`src/lcdTimingPkg.sv`:
```
package lcdTimingPkg;

    // one counter width covers every wait at 50 MHz
    typedef logic [23:0] cycleCountT;

    // 20 ms before the first command
    localparam cycleCountT powerOnWait = 24'd1_000_000;

    // enable strobe shape
    localparam cycleCountT setupLen = 24'd1;
    localparam cycleCountT enablePulseLen = 24'd27;

    // command execution holds
    localparam cycleCountT hold5ms = 24'd250_000;
    localparam cycleCountT hold150us = 24'd7_500;
    localparam cycleCountT hold50us = 24'd2_500;

    // address and data writes during refresh
    localparam cycleCountT refreshHold = 24'd27;

    // bus cycle engine phases
    localparam logic [1:0] phaseIdle = 2'd0;
    localparam logic [1:0] phaseSetup = 2'd1;
    localparam logic [1:0] phasePulse = 2'd2;
    localparam logic [1:0] phaseHold = 2'd3;

endpackage

```
`src/lcdCmdPkg.sv`:
```
package lcdCmdPkg;

    import lcdTimingPkg::*;

    // HD44780 instruction words
    localparam logic [7:0] cmdFunctionSet = 8'h38;
    localparam logic [7:0] cmdDisplayOff = 8'h08;
    localparam logic [7:0] cmdDisplayOn = 8'h0C;
    localparam logic [7:0] cmdDisplayClear = 8'h01;
    localparam logic [7:0] cmdEntryMode = 8'h06;

    // number of commands in the init table
    localparam int initCmdCount = 8;

    // character memory, two lines of 16
    localparam int charDepth = 32;
    localparam int charAddrWidth = 5;
    localparam int lineLen = 16;

    typedef logic [charAddrWidth-1:0] charAddrT;

    // set DDRAM address, line two starts at 0x40
    typedef struct packed {
        logic       setAddr;
        logic       line;
        logic [1:0] zero;
        logic [3:0] column;
    } ddramCmdT;

    typedef union packed {
        logic [7:0] raw;
        ddramCmdT   ddram;
    } lcdWordU;

    typedef struct packed {
        logic       valid;
        lcdWordU    word;
        logic       rs;
        cycleCountT hold;
    } busReqT;

    typedef struct packed {
        logic       strobe;
        charAddrT   addr;
        logic [7:0] code;
    } hostWriteT;

endpackage

```
`src/charMemory.sv`:
```
`timescale 1ns/1ns

module charMemory
    import lcdCmdPkg::*;
(
    input  logic       clk,
    input  hostWriteT  hostWrite,
    input  charAddrT   readAddr,
    output logic [7:0] readData
);

    logic [7:0] codes [charDepth];

    // host side write port
    always_ff @(posedge clk)
    begin
        if (hostWrite.strobe)
        begin
            codes[hostWrite.addr] <= hostWrite.code;
        end
    end

    // scanner side, one cycle read latency
    always_ff @(posedge clk)
    begin
        readData <= codes[readAddr];
    end

    // a strobe with a floating address would corrupt an unknown slot
    writeAddrKnown: assert property (
        @(posedge clk) hostWrite.strobe |-> !$isunknown(hostWrite.addr)
    );

endmodule

```
`src/initSequencer.sv`:
```
`timescale 1ns/1ns

module initSequencer
    import lcdTimingPkg::*;
    import lcdCmdPkg::*;
(
    input  logic   clk,
    input  logic   lcdOnIn,
    output busReqT req,
    input  logic   done,
    output logic   initDone
);

    cycleCountT waitCount;
    logic [2:0] cmdIndex;
    logic       reqValid;
    lcdWordU    cmdWord;
    cycleCountT cmdHold;

    // init command table
    always_comb
    begin
        case (cmdIndex)
            3'd0:
            begin
                cmdWord.raw = cmdFunctionSet;
                cmdHold = hold5ms;
            end
            3'd1, 3'd2, 3'd3:
            begin
                cmdWord.raw = cmdFunctionSet;
                cmdHold = hold150us;
            end
            3'd4:
            begin
                cmdWord.raw = cmdDisplayOff;
                cmdHold = hold50us;
            end
            3'd5:
            begin
                cmdWord.raw = cmdDisplayClear;
                cmdHold = hold5ms;
            end
            3'd6:
            begin
                cmdWord.raw = cmdEntryMode;
                cmdHold = hold5ms;
            end
            default:
            begin
                cmdWord.raw = cmdDisplayOn;
                cmdHold = hold50us;
            end
        endcase
    end

    // commands are always instructions, rs low
    always_comb
    begin
        req.valid = reqValid;
        req.word = cmdWord;
        req.rs = 1'b0;
        req.hold = cmdHold;
    end

    always_ff @(posedge clk or negedge lcdOnIn)
    begin
        if (!lcdOnIn)
        begin
            waitCount <= '0;
            cmdIndex <= '0;
            reqValid <= 1'b0;
            initDone <= 1'b0;
        end
        else if (!reqValid && !initDone)
        begin
            // power-on wait before the first function set
            if (waitCount == powerOnWait - 1'b1)
            begin
                reqValid <= 1'b1;
            end
            else
            begin
                waitCount <= waitCount + 1'b1;
            end
        end
        else if (reqValid && done)
        begin
            if (cmdIndex == 3'(initCmdCount - 1))
            begin
                reqValid <= 1'b0;
                initDone <= 1'b1;
            end
            else
            begin
                // next command goes out without dropping valid
                cmdIndex <= cmdIndex + 1'b1;
            end
        end
    end

endmodule

```
`src/refreshScanner.sv`:
```
`timescale 1ns/1ns

module refreshScanner
    import lcdTimingPkg::*;
    import lcdCmdPkg::*;
(
    input  logic       clk,
    input  logic       lcdOnIn,
    input  logic       initDone,
    output busReqT     req,
    input  logic       done,
    output charAddrT   readAddr,
    input  logic [7:0] readData
);

    charAddrT scanAddr;
    charAddrT nextAddr;
    logic     dataPhase;
    logic     reqValid;
    lcdWordU  reqWord;

    // set DDRAM address for a memory slot
    function automatic lcdWordU addrCommand(charAddrT addr);
        lcdWordU cmd;
        cmd.ddram.setAddr = 1'b1;
        cmd.ddram.line = (addr >= charAddrT'(lineLen));
        cmd.ddram.zero = 2'b00;
        // low bits are the column within the line
        cmd.ddram.column = addr[3:0];
        return cmd;
    endfunction

    assign nextAddr = (scanAddr == charAddrT'(charDepth - 1)) ? '0 : scanAddr + 1'b1;
    assign readAddr = scanAddr;

    always_comb
    begin
        req.valid = reqValid;
        req.word = reqWord;
        req.rs = dataPhase;
        req.hold = refreshHold;
    end

    always_ff @(posedge clk or negedge lcdOnIn)
    begin
        if (!lcdOnIn)
        begin
            scanAddr <= '0;
            dataPhase <= 1'b0;
            reqValid <= 1'b0;
        end
        else if (!reqValid)
        begin
            // first request only once init is through
            if (initDone)
            begin
                reqValid <= 1'b1;
            end
        end
        else if (done)
        begin
            if (dataPhase)
            begin
                scanAddr <= nextAddr;
            end
            dataPhase <= !dataPhase;
        end
    end

    // word for the pending request, held until its done
    always_ff @(posedge clk)
    begin
        if (!reqValid)
        begin
            reqWord <= addrCommand(scanAddr);
        end
        else if (done && !dataPhase)
        begin
            // read port has settled on scanAddr long before this
            reqWord.raw <= readData;
        end
        else if (done)
        begin
            reqWord <= addrCommand(nextAddr);
        end
    end

endmodule

```
`src/lcdBusArbiter.sv`:
```
`timescale 1ns/1ns

module lcdBusArbiter
    import lcdCmdPkg::*;
(
    input  logic   clk,
    input  logic   lcdOnIn,
    input  busReqT initReq,
    input  busReqT scanReq,
    input  logic   engineBusy,
    output busReqT grantReq,
    input  logic   engineDone,
    output logic   initDoneAck,
    output logic   scanDoneAck
);

    logic grantInit;
    logic grantScan;

    always_ff @(posedge clk or negedge lcdOnIn)
    begin
        if (!lcdOnIn)
        begin
            grantInit <= 1'b0;
            grantScan <= 1'b0;
        end
        else if (engineDone)
        begin
            grantInit <= 1'b0;
            grantScan <= 1'b0;
        end
        else if (!grantInit && !grantScan && !engineBusy)
        begin
            // init always wins
            grantInit <= initReq.valid;
            grantScan <= !initReq.valid && scanReq.valid;
        end
    end

    always_comb
    begin
        if (grantInit)
        begin
            grantReq = initReq;
        end
        else if (grantScan)
        begin
            grantReq = scanReq;
        end
        else
        begin
            grantReq = '0;
        end
    end

    // done goes back to the owner only
    assign initDoneAck = engineDone && grantInit;
    assign scanDoneAck = engineDone && grantScan;

    // owner stays put for the whole engine cycle
    grantHeldWhileBusy: assert property (
        @(posedge clk) disable iff (!lcdOnIn)
        engineBusy |-> $onehot({grantInit, grantScan})
    );

endmodule

```
`src/busCycleEngine.sv`:
```
`timescale 1ns/1ns

module busCycleEngine
    import lcdTimingPkg::*;
    import lcdCmdPkg::*;
(
    input  logic    clk,
    input  logic    lcdOnIn,
    input  busReqT  req,
    output logic    busy,
    output logic    done,
    output lcdWordU lcdBus,
    output logic    lcdRs,
    output logic    lcdEnable
);

    logic [1:0] phase;
    cycleCountT count;
    cycleCountT holdLen;

    assign busy = (phase != phaseIdle);
    assign done = (phase == phaseHold) && (count == holdLen - 1'b1);

    always_ff @(posedge clk or negedge lcdOnIn)
    begin
        if (!lcdOnIn)
        begin
            phase <= phaseIdle;
            count <= '0;
            lcdBus <= '0;
            lcdRs <= 1'b0;
            lcdEnable <= 1'b0;
        end
        else
        begin
            case (phase)
                phaseIdle:
                begin
                    if (req.valid)
                    begin
                        // bus and rs settle before enable rises
                        phase <= phaseSetup;
                        count <= '0;
                        lcdBus <= req.word;
                        lcdRs <= req.rs;
                    end
                end
                phaseSetup:
                begin
                    if (count == setupLen - 1'b1)
                    begin
                        phase <= phasePulse;
                        count <= '0;
                        lcdEnable <= 1'b1;
                    end
                    else
                    begin
                        count <= count + 1'b1;
                    end
                end
                phasePulse:
                begin
                    if (count == enablePulseLen - 1'b1)
                    begin
                        phase <= phaseHold;
                        count <= '0;
                        lcdEnable <= 1'b0;
                    end
                    else
                    begin
                        count <= count + 1'b1;
                    end
                end
                default:
                begin
                    // panel executes the word, bus keeps its value
                    if (done)
                    begin
                        phase <= phaseIdle;
                        count <= '0;
                    end
                    else
                    begin
                        count <= count + 1'b1;
                    end
                end
            endcase
        end
    end

    // hold time of the accepted request
    always_ff @(posedge clk)
    begin
        if (phase == phaseIdle && req.valid)
        begin
            holdLen <= req.hold;
        end
    end

    // panel latches on the falling edge, word must not move under enable
    busStableUnderEnable: assert property (
        @(posedge clk) disable iff (!lcdOnIn) lcdEnable |-> $stable(lcdBus.raw)
    );

endmodule

```
`src/lcdController.sv`:
```
`timescale 1ns/1ns

module lcdController
    import lcdCmdPkg::*;
(
    input  logic       clk,
    input  logic       lcdOnIn,
    input  logic       writeEnable,
    input  charAddrT   writeAddr,
    input  logic [7:0] charCode,
    output logic [7:0] lcdBus,
    output logic       lcdOnOut,
    output logic       lcdRs,
    output logic       lcdEnable
);

    hostWriteT  hostWrite;
    charAddrT   readAddr;
    logic [7:0] readData;
    busReqT     initReq;
    busReqT     scanReq;
    busReqT     grantReq;
    logic       initDone;
    logic       initDoneAck;
    logic       scanDoneAck;
    logic       engineBusy;
    logic       engineDone;
    lcdWordU    engineBus;

    assign hostWrite = '{strobe: writeEnable, addr: writeAddr, code: charCode};
    assign lcdBus = engineBus.raw;

    // panel power follows the switch
    assign lcdOnOut = lcdOnIn;

    charMemory i_charMemory (
        .clk       (clk),
        .hostWrite (hostWrite),
        .readAddr  (readAddr),
        .readData  (readData)
    );

    initSequencer i_initSequencer (
        .clk      (clk),
        .lcdOnIn  (lcdOnIn),
        .req      (initReq),
        .done     (initDoneAck),
        .initDone (initDone)
    );

    refreshScanner i_refreshScanner (
        .clk      (clk),
        .lcdOnIn  (lcdOnIn),
        .initDone (initDone),
        .req      (scanReq),
        .done     (scanDoneAck),
        .readAddr (readAddr),
        .readData (readData)
    );

    lcdBusArbiter i_lcdBusArbiter (
        .clk         (clk),
        .lcdOnIn     (lcdOnIn),
        .initReq     (initReq),
        .scanReq     (scanReq),
        .engineBusy  (engineBusy),
        .grantReq    (grantReq),
        .engineDone  (engineDone),
        .initDoneAck (initDoneAck),
        .scanDoneAck (scanDoneAck)
    );

    busCycleEngine i_busCycleEngine (
        .clk       (clk),
        .lcdOnIn   (lcdOnIn),
        .req       (grantReq),
        .busy      (engineBusy),
        .done      (engineDone),
        .lcdBus    (engineBus),
        .lcdRs     (lcdRs),
        .lcdEnable (lcdEnable)
    );

endmodule

```
`config.mk`:
```
export PLATFORM = sky130hd
export DESIGN_NAME = lcdController
export DESIGN_NICKNAME = d
export VERILOG_FILES = /design/src/lcdTimingPkg.sv /design/src/lcdCmdPkg.sv /design/src/charMemory.sv /design/src/initSequencer.sv /design/src/refreshScanner.sv /design/src/lcdBusArbiter.sv /design/src/busCycleEngine.sv /design/src/lcdController.sv
export SDC_FILE = /design/constraint.sdc
export NUM_CORES = 1
export LEC_CHECK = 0
export BUFFER_PORTS_ARGS = -buffer_cell sky130_fd_sc_hd__buf_2
export CAP_MARGIN = 20
export CORE_MARGIN = 5
export CORE_UTILIZATION = 55
export CTS_CLUSTER_DIAMETER = 50
export DETAILED_ROUTE_END_ITERATION = 8
export HOLD_SLACK_MARGIN = 0.15
export PLACE_DENSITY = 0.71
export SYNTH_ARGS = -nofsm -noshare
export SYNTH_HDL_FRONTEND = slang
export SYNTH_HIERARCHICAL = 1
export SYNTH_SLANG_ARGS = --single-unit
export TNS_END_PERCENT = 30
```
`constraint.sdc`:
```
create_clock -name clk -period 4.5 [get_ports clk]
set_input_delay 0.225 -clock clk [delete_from_list [all_inputs] [get_ports clk]]
set_output_delay 0.225 -clock clk [all_outputs]
set_load 0.005 [all_outputs]
```
* After elaboration in Yosys (flattened, before gate mapping) *
Memory sizes are Yosys's and may differ from the RTL's. A register that Yosys moved wholly into a read port is not among the register bits.
Cells that the tools add are included.

cells by class
  $add $sub $neg = 5
  reduce and logical (&&, ||, !) cells = 38
  multiplexer cells = 33
  order comparisons = 2
  bitwise operators = 3
  equality and inequality tests = 19

operators with widths
  operator                                               number
  two-way mux 24 bit                                     4
  case mux 24 bit (3 select lines)                       1
  two-way mux 34 bit                                     2
  adder 24 x 1 -> 24 bit, second input constant          2
  case mux 18 bit (2 select lines)                       1
  equality test 24 x 20 -> 1 bit, second input constant  1
  equality test 24 bit                                   1
  equality test 24 x 5 -> 1 bit, second input constant   1
  logical NOT 24 bit                                     1
  case mux 6 bit (4 select lines)                        1
  subtractor 24 x 1 -> 24 bit, second input constant     1
  two-way mux 8 bit                                      2
  AND reduction 3 bit                                    5
  two-way mux 1 bit                                      14
  equality test 3 bit, second input constant             4
  nonzero test 2 bit                                     6
  >= comparator 5 bit, second input constant             2
  logical AND 1 bit                                      10
  two-way mux 2 bit                                      4
  two-way mux 7 bit                                      1
  equality test 3 x 2 -> 1 bit, second input constant    2
  logical NOT 1 bit                                      6
  != test 2 x 1 -> 1 bit, second input constant          3
  case mux 2 bit (3 select lines)                        1
  18 further kinds                                       24

word-level totals
  word-level logic and storage cells = 118
  RAM bits = 256
  bits in registers = 106
  input port bits = 16
  memories = 1

memories
  name                depth  width  rd ports  clocked after Yosys merged registers in  wr ports  RTL line          RTL
  i_charMemory.codes  32     8      1         1                                        1         charMemory.sv:12  logic [7:0] codes [charDepth];

* Logic depth before layout (Yosys ltp) *
  depth in word-level cells = 7
  mapped depth = 13

* By module *
Netlist, hierarchy kept.

modules (own cells, without submodules)
  module          area an instance (sq um)  cells each  seq. area each (sq um)  times used
  charMemory      10,053.4                  417         7,847.5                 1
  busCycleEngine  3,682.3                   350         1,621.6                 1
  initSequencer   1,778.0                   176         725.7                   1
  refreshScanner  972.2                     103         385.4                   1
  lcdBusArbiter   456.7                     57          50.0                    1
  lcdController   7.5                       1           0.0                     1

* Worst setup path before layout *
OpenSTA, ideal clock, no wires.

  kind = register to register
  start point = reg i_busCycleEngine.holdLen[3]
  end point = reg i_refreshScanner.scanAddr[3], in the netlist i_refreshScanner/readAddr[3]
  cell stages (with the launch flop) = 13
  period minus slack after synthesis = 3.417 ns
  path slack = 1.083 ns
  required time = 4.431 ns
  data arrival time = 3.349 ns
  cells stage by stage = edfxtp_1 > buf_6 > or4_4 > buf_6 > nor4_4 > xnor2_1 > nor4_2 > nand4_2 > nor3_1 > and2_1 > nand3_1 > or4_1 > nand3_1

on the way
  word-level cells in the longest chain between the ends = 5

RTL lines
  item                           RTL line              RTL
  start, declared                busCycleEngine.sv:19  cycleCountT holdLen;
  start signal, assigned         busCycleEngine.sv:96  holdLen <= req.hold;
  subtractor 24 x 1 -> 24 bit    busCycleEngine.sv:22  assign done = (phase == phaseHold) && (count == holdLen - 1'b1);
  equality test 24 bit           busCycleEngine.sv:22
  logical AND 1 bit              busCycleEngine.sv:22
  net engineDone                 lcdController.sv:27   logic engineDone;
  logical AND 1 bit              lcdBusArbiter.sv:58   assign scanDoneAck = engineDone && grantScan;
  net scanDoneAck                lcdController.sv:25   logic scanDoneAck;
  AND reduction 3 bit (no line)  n/a
  end signal, assigned           refreshScanner.sv:64  scanAddr <= nextAddr;
  end, declared                  refreshScanner.sv:16  charAddrT scanAddr;

The timed path passes the listed nets, and every way through them passes these cells.
A chain may end at the register's enable or synchronous reset.

* Final worst setup path *
Ends and elaborated chain as after synthesis.

==> metrics.md <==
| Metric | Value |
|---|---|
| Outcome | `complete, no violations` |
| Mapped cell area | `0.0170 mm2` |
| Antenna fix cells | `0` |
| Post-Synth XOR/XNOR Area | `3.72%` |
| Max Freq | `0.261 GHz` |
| Final setup viols | `0` |
| Post-route ant nets | `0` |
| Setup Fix Bufs, Post-CTS | `0` |
| Final net count | `1158` |
| Endpoint, Worst Hold | `i_charMemory/codes[21][3]` |
| Area of the multi-input gates | `0.00575 mm2` |
| WL per Instance | `22.4 um` |
| Syn Inst Count | `1104` |
| Register area | `0.0106 mm2` |
| Post-synth top flop | `edfxtp_1` |
| Critical path class | `register to register` |
| Worst Hold Launch | `charCode[3]` |
| Int Pwr | `5.49 mW` |
| CTS tree | `built` |
| Row cnt | `64` |
| Worst hold path class | `input port to register` |
| #FFs+latches synth | `370` |
| Port bufs | `26` |
| Drt pass-1 iters | `5` |
| Post-synth top cells | `edfxtp_1 (285), mux4_2 (80), dfrtp_1 (74), nor2_1 (63), buf_4 (60)` |
| Distinct cells, synth | `85` |
| Worst Hold Depth | `1` |
| Adder-Cell Fraction of Synth Area | `1.33%` |
| Final Instance Area | `0.0185 mm2` |
| Top cells by area, synth | `edfxtp_1 (50%), dfrtp_1 (11%), mux4_2 (11%), buf_4 (2.7%), xnor2_1 (2.6%)` |
| Pin count of the biggest net entering global routing | `76` |
| Initial DRC count | `700` |
| Hold buffers post-CTS | `1` |
| Sw frac | `20.8%` |
| H-tree levels | `2` |
| Worst-path maximum fanout | `9` |
| Max-slew violations | `0` |
| Clk slew on worst S/H paths | `60 ps` |
| CORE AREA | `0.0305 mm2` |
| RSZ-0062 raised after global routing | `false` |
| Data required, critical path | `4970 ps` |
| I/O pin count | `27` |
| Most frequent cell after synthesis | `edfxtp_1` |
| CTS max path bufs | `3` |
| Post-synth top area share | `50.5%` |
| Worst Path Arrival | `4300 ps` |
| Die area | `0.0344 mm2` |
| CTS sink cnt | `370` |
| Layout cell share with drive strength beyond 1 | `21.8%` |
| Initial Utilization | `55.6%` |
| Reg2Reg Depth | `11` |
| Fin util | `60.6%` |
| Remaining global-route overflow | `0` |
| Post-synthesis simple-gate area fraction | `9.95%` |
| Crit path time final | `3830 ps` |
| Clock Latency Late Sink | `560 ps` |
| Num CTS Buffers | `41` |
| Worst r2r src | `i_busCycleEngine/holdLen[3]` |
| Vias per cell | `5.98` |
| First-pass GRT wire length | `54.7 mm` |
| Tcrit/Tclk final | `85.1%` |
| Hold slack | `212 ps` |
| Die height | `186 um` |
| Clock group share of total power | `44.9%` |
| Vias in the first global route | `9148` |
| Startpoint Class | `register` |
| Detail Placement HPWL | `22.5 mm` |
| Via count | `9285` |
| Post-synthesis compound-gate area fraction | `5.91%` |
| FF-to-FF setup slack | `670 ps` |
| DP Area | `0.0172 mm2` |
| Max Clock Skew | `26.7 ps` |
| Fin. Hold Viols | `0` |
| Root buf cell | `clkbuf_16` |
| Post-synth top area cell | `edfxtp_1` |
| Async set-reset flop share out of synthesis | `20.0%` |
| Post-cts sizing count | `0` |
| Post-synthesis sequential area ratio | `62.7%` |
| Number of synthesized flops with an enable pin | `285` |
| Fill cell count | `2232` |
| Worst-margin pin slew | `1010 ps` |
| Main combinational cell family by area after synthesis | `multiplexers` |
| Mux share of post-synthesis cell area | `12.1%` |
| Flop pwr share | `53.6%` |
| Initial antenna violation count | `1` |
| Leakage power | `6.46 nW` |
| Yosys warns | `6` |
| Gpl congestion | `0.893` |
| VDD IR max | `0.346 mV` |
| Max_slew headroom | `32.3%` |
| Logic gate share of total power | `1.5%` |
| Crit. End Element | `register` |
| Total GRT Usage | `20.9%` |
| Setup TNS | `0 ps` |
| Die width | `186 um` |
| P&R area growth vs syn | `9.00%` |
| # DRC | `0` |
| Psw | `1.44 mW` |
| Avg Cell Area, Syn | `15.4 um2` |
| Max_cap viols | `0` |
| Final wirelength | `34.8 mm` |
| R2r endpoint | `i_refreshScanner/readAddr[3]` |
| PwrDens | `375 mW/mm2` |
## layout by cell type (no fill, tap or decap), drive strengths merged, types with 21 or more instances in the layout
cell	n
mux2	21
conb	38
mux4	80
clkbuf	49
a22o	32
edfxtp	285
clkinv	21
nor2	64
nand3	30
dfrtp	74
buf	37
a21oi	37
xor2	21
nand2	54
xnor2	51
## worst max-delay path by stage
| stage | start | to | cells after the start |
|---|---|---|---|
| 6_report | i_busCycleEngine/holdLen[3] | i_refreshScanner/readAddr[3] | 11 |
| 5_1_grt | i_busCycleEngine/holdLen[3] | i_refreshScanner/readAddr[3] | 11 |
| 4_1_cts | i_busCycleEngine/holdLen[3] | i_refreshScanner/readAddr[3] | 11 |
| 3_5_place_dp | i_busCycleEngine/holdLen[3] | i_refreshScanner/readAddr[3] | 11 |
| 3_3_place_gp | i_busCycleEngine/holdLen[11] | i_refreshScanner/readAddr[3] | 11 |
| 2_1_floorplan | i_busCycleEngine/holdLen[3] | i_refreshScanner/readAddr[3] | 12 |
## worst max-delay path, stage by stage, from the launching register on
cell and delay [ps]:
edfxtp_1 520, nor4_2 490, nand2_1 230, or4_1 540, a211oi_1 300, nand4_2 190, nor3_1 230, buf_4 170
and2_1 280, nand3_1 260, or4_1 480, nand3_1 90
## power by group through the flow
stage	registers (mW)	clock network, mW	logic, mW
finish	3.72	3.11	0.106
global route	3.72	3.33	0.117
CTS	3.72	3.17	0.103
floorplan	3.78	0	0.0531
detailed placement	3.79	0	0.102
global placement	3.78	0	0.0981
## logic make-up (layout without fill, tap and decap cells)
logic type	count (synthesis)	in the layout
AOI/OAI and AO/OA	128	128
and+or+nand+nor	296	296
adders and majority gates	18	18
buffers and inverters	114	131
muxes	103	103
DFF	370	370
other	3	38
xor gates and xnor gates	72	72
## layout make-up
class,instances,share of cell area (%)
inverter,17,0.345
clock buffer,49,5.72
timing repair buffer,39,1.45
tap,396,2.68
clock inverter,26,1.13
sequential,370,57.6
multi-input combinational,655,31.1
## registers in the layout, summed over array words and instances (netlist names), 5 cells and up
| signal | count |
|---|---|
| i_busCycleEngine/lcdBus | 8 |
| i_initSequencer/waitCount | 24 |
| i_refreshScanner/readAddr | 5 |
| i_charMemory/readData | 8 |
| i_busCycleEngine/count | 24 |
| i_refreshScanner/reqWord | 8 |
| i_charMemory/codes | 256 |
| i_busCycleEngine/holdLen | 24 |
## per-stage QoR
step	worst slack [ps]	total power [mW]	instances
floorplan	1080	3.84	1139
global placement	723	3.88	1474
detailed placement	663	3.89	1474
CTS	649	6.99	1550
global route	316	7.16	1552
finish	669	6.93	1552
## routing by layer
layer / part of all wire (%) / global-route usage (%) / vias to the layer above / wire length (um)
li1: - / - / 4238 / -
met1: 43 / 30.1 / 4692 / 15000
met2: 49 / 33.9 / 305 / 17000
met3: 6.5 / 3.30 / 48 / 2270
met4: 1.7 / 5.07 / 2 / 582
met5: 0.020 / 0 / - / 7
(Power assumes the default switching activity.)
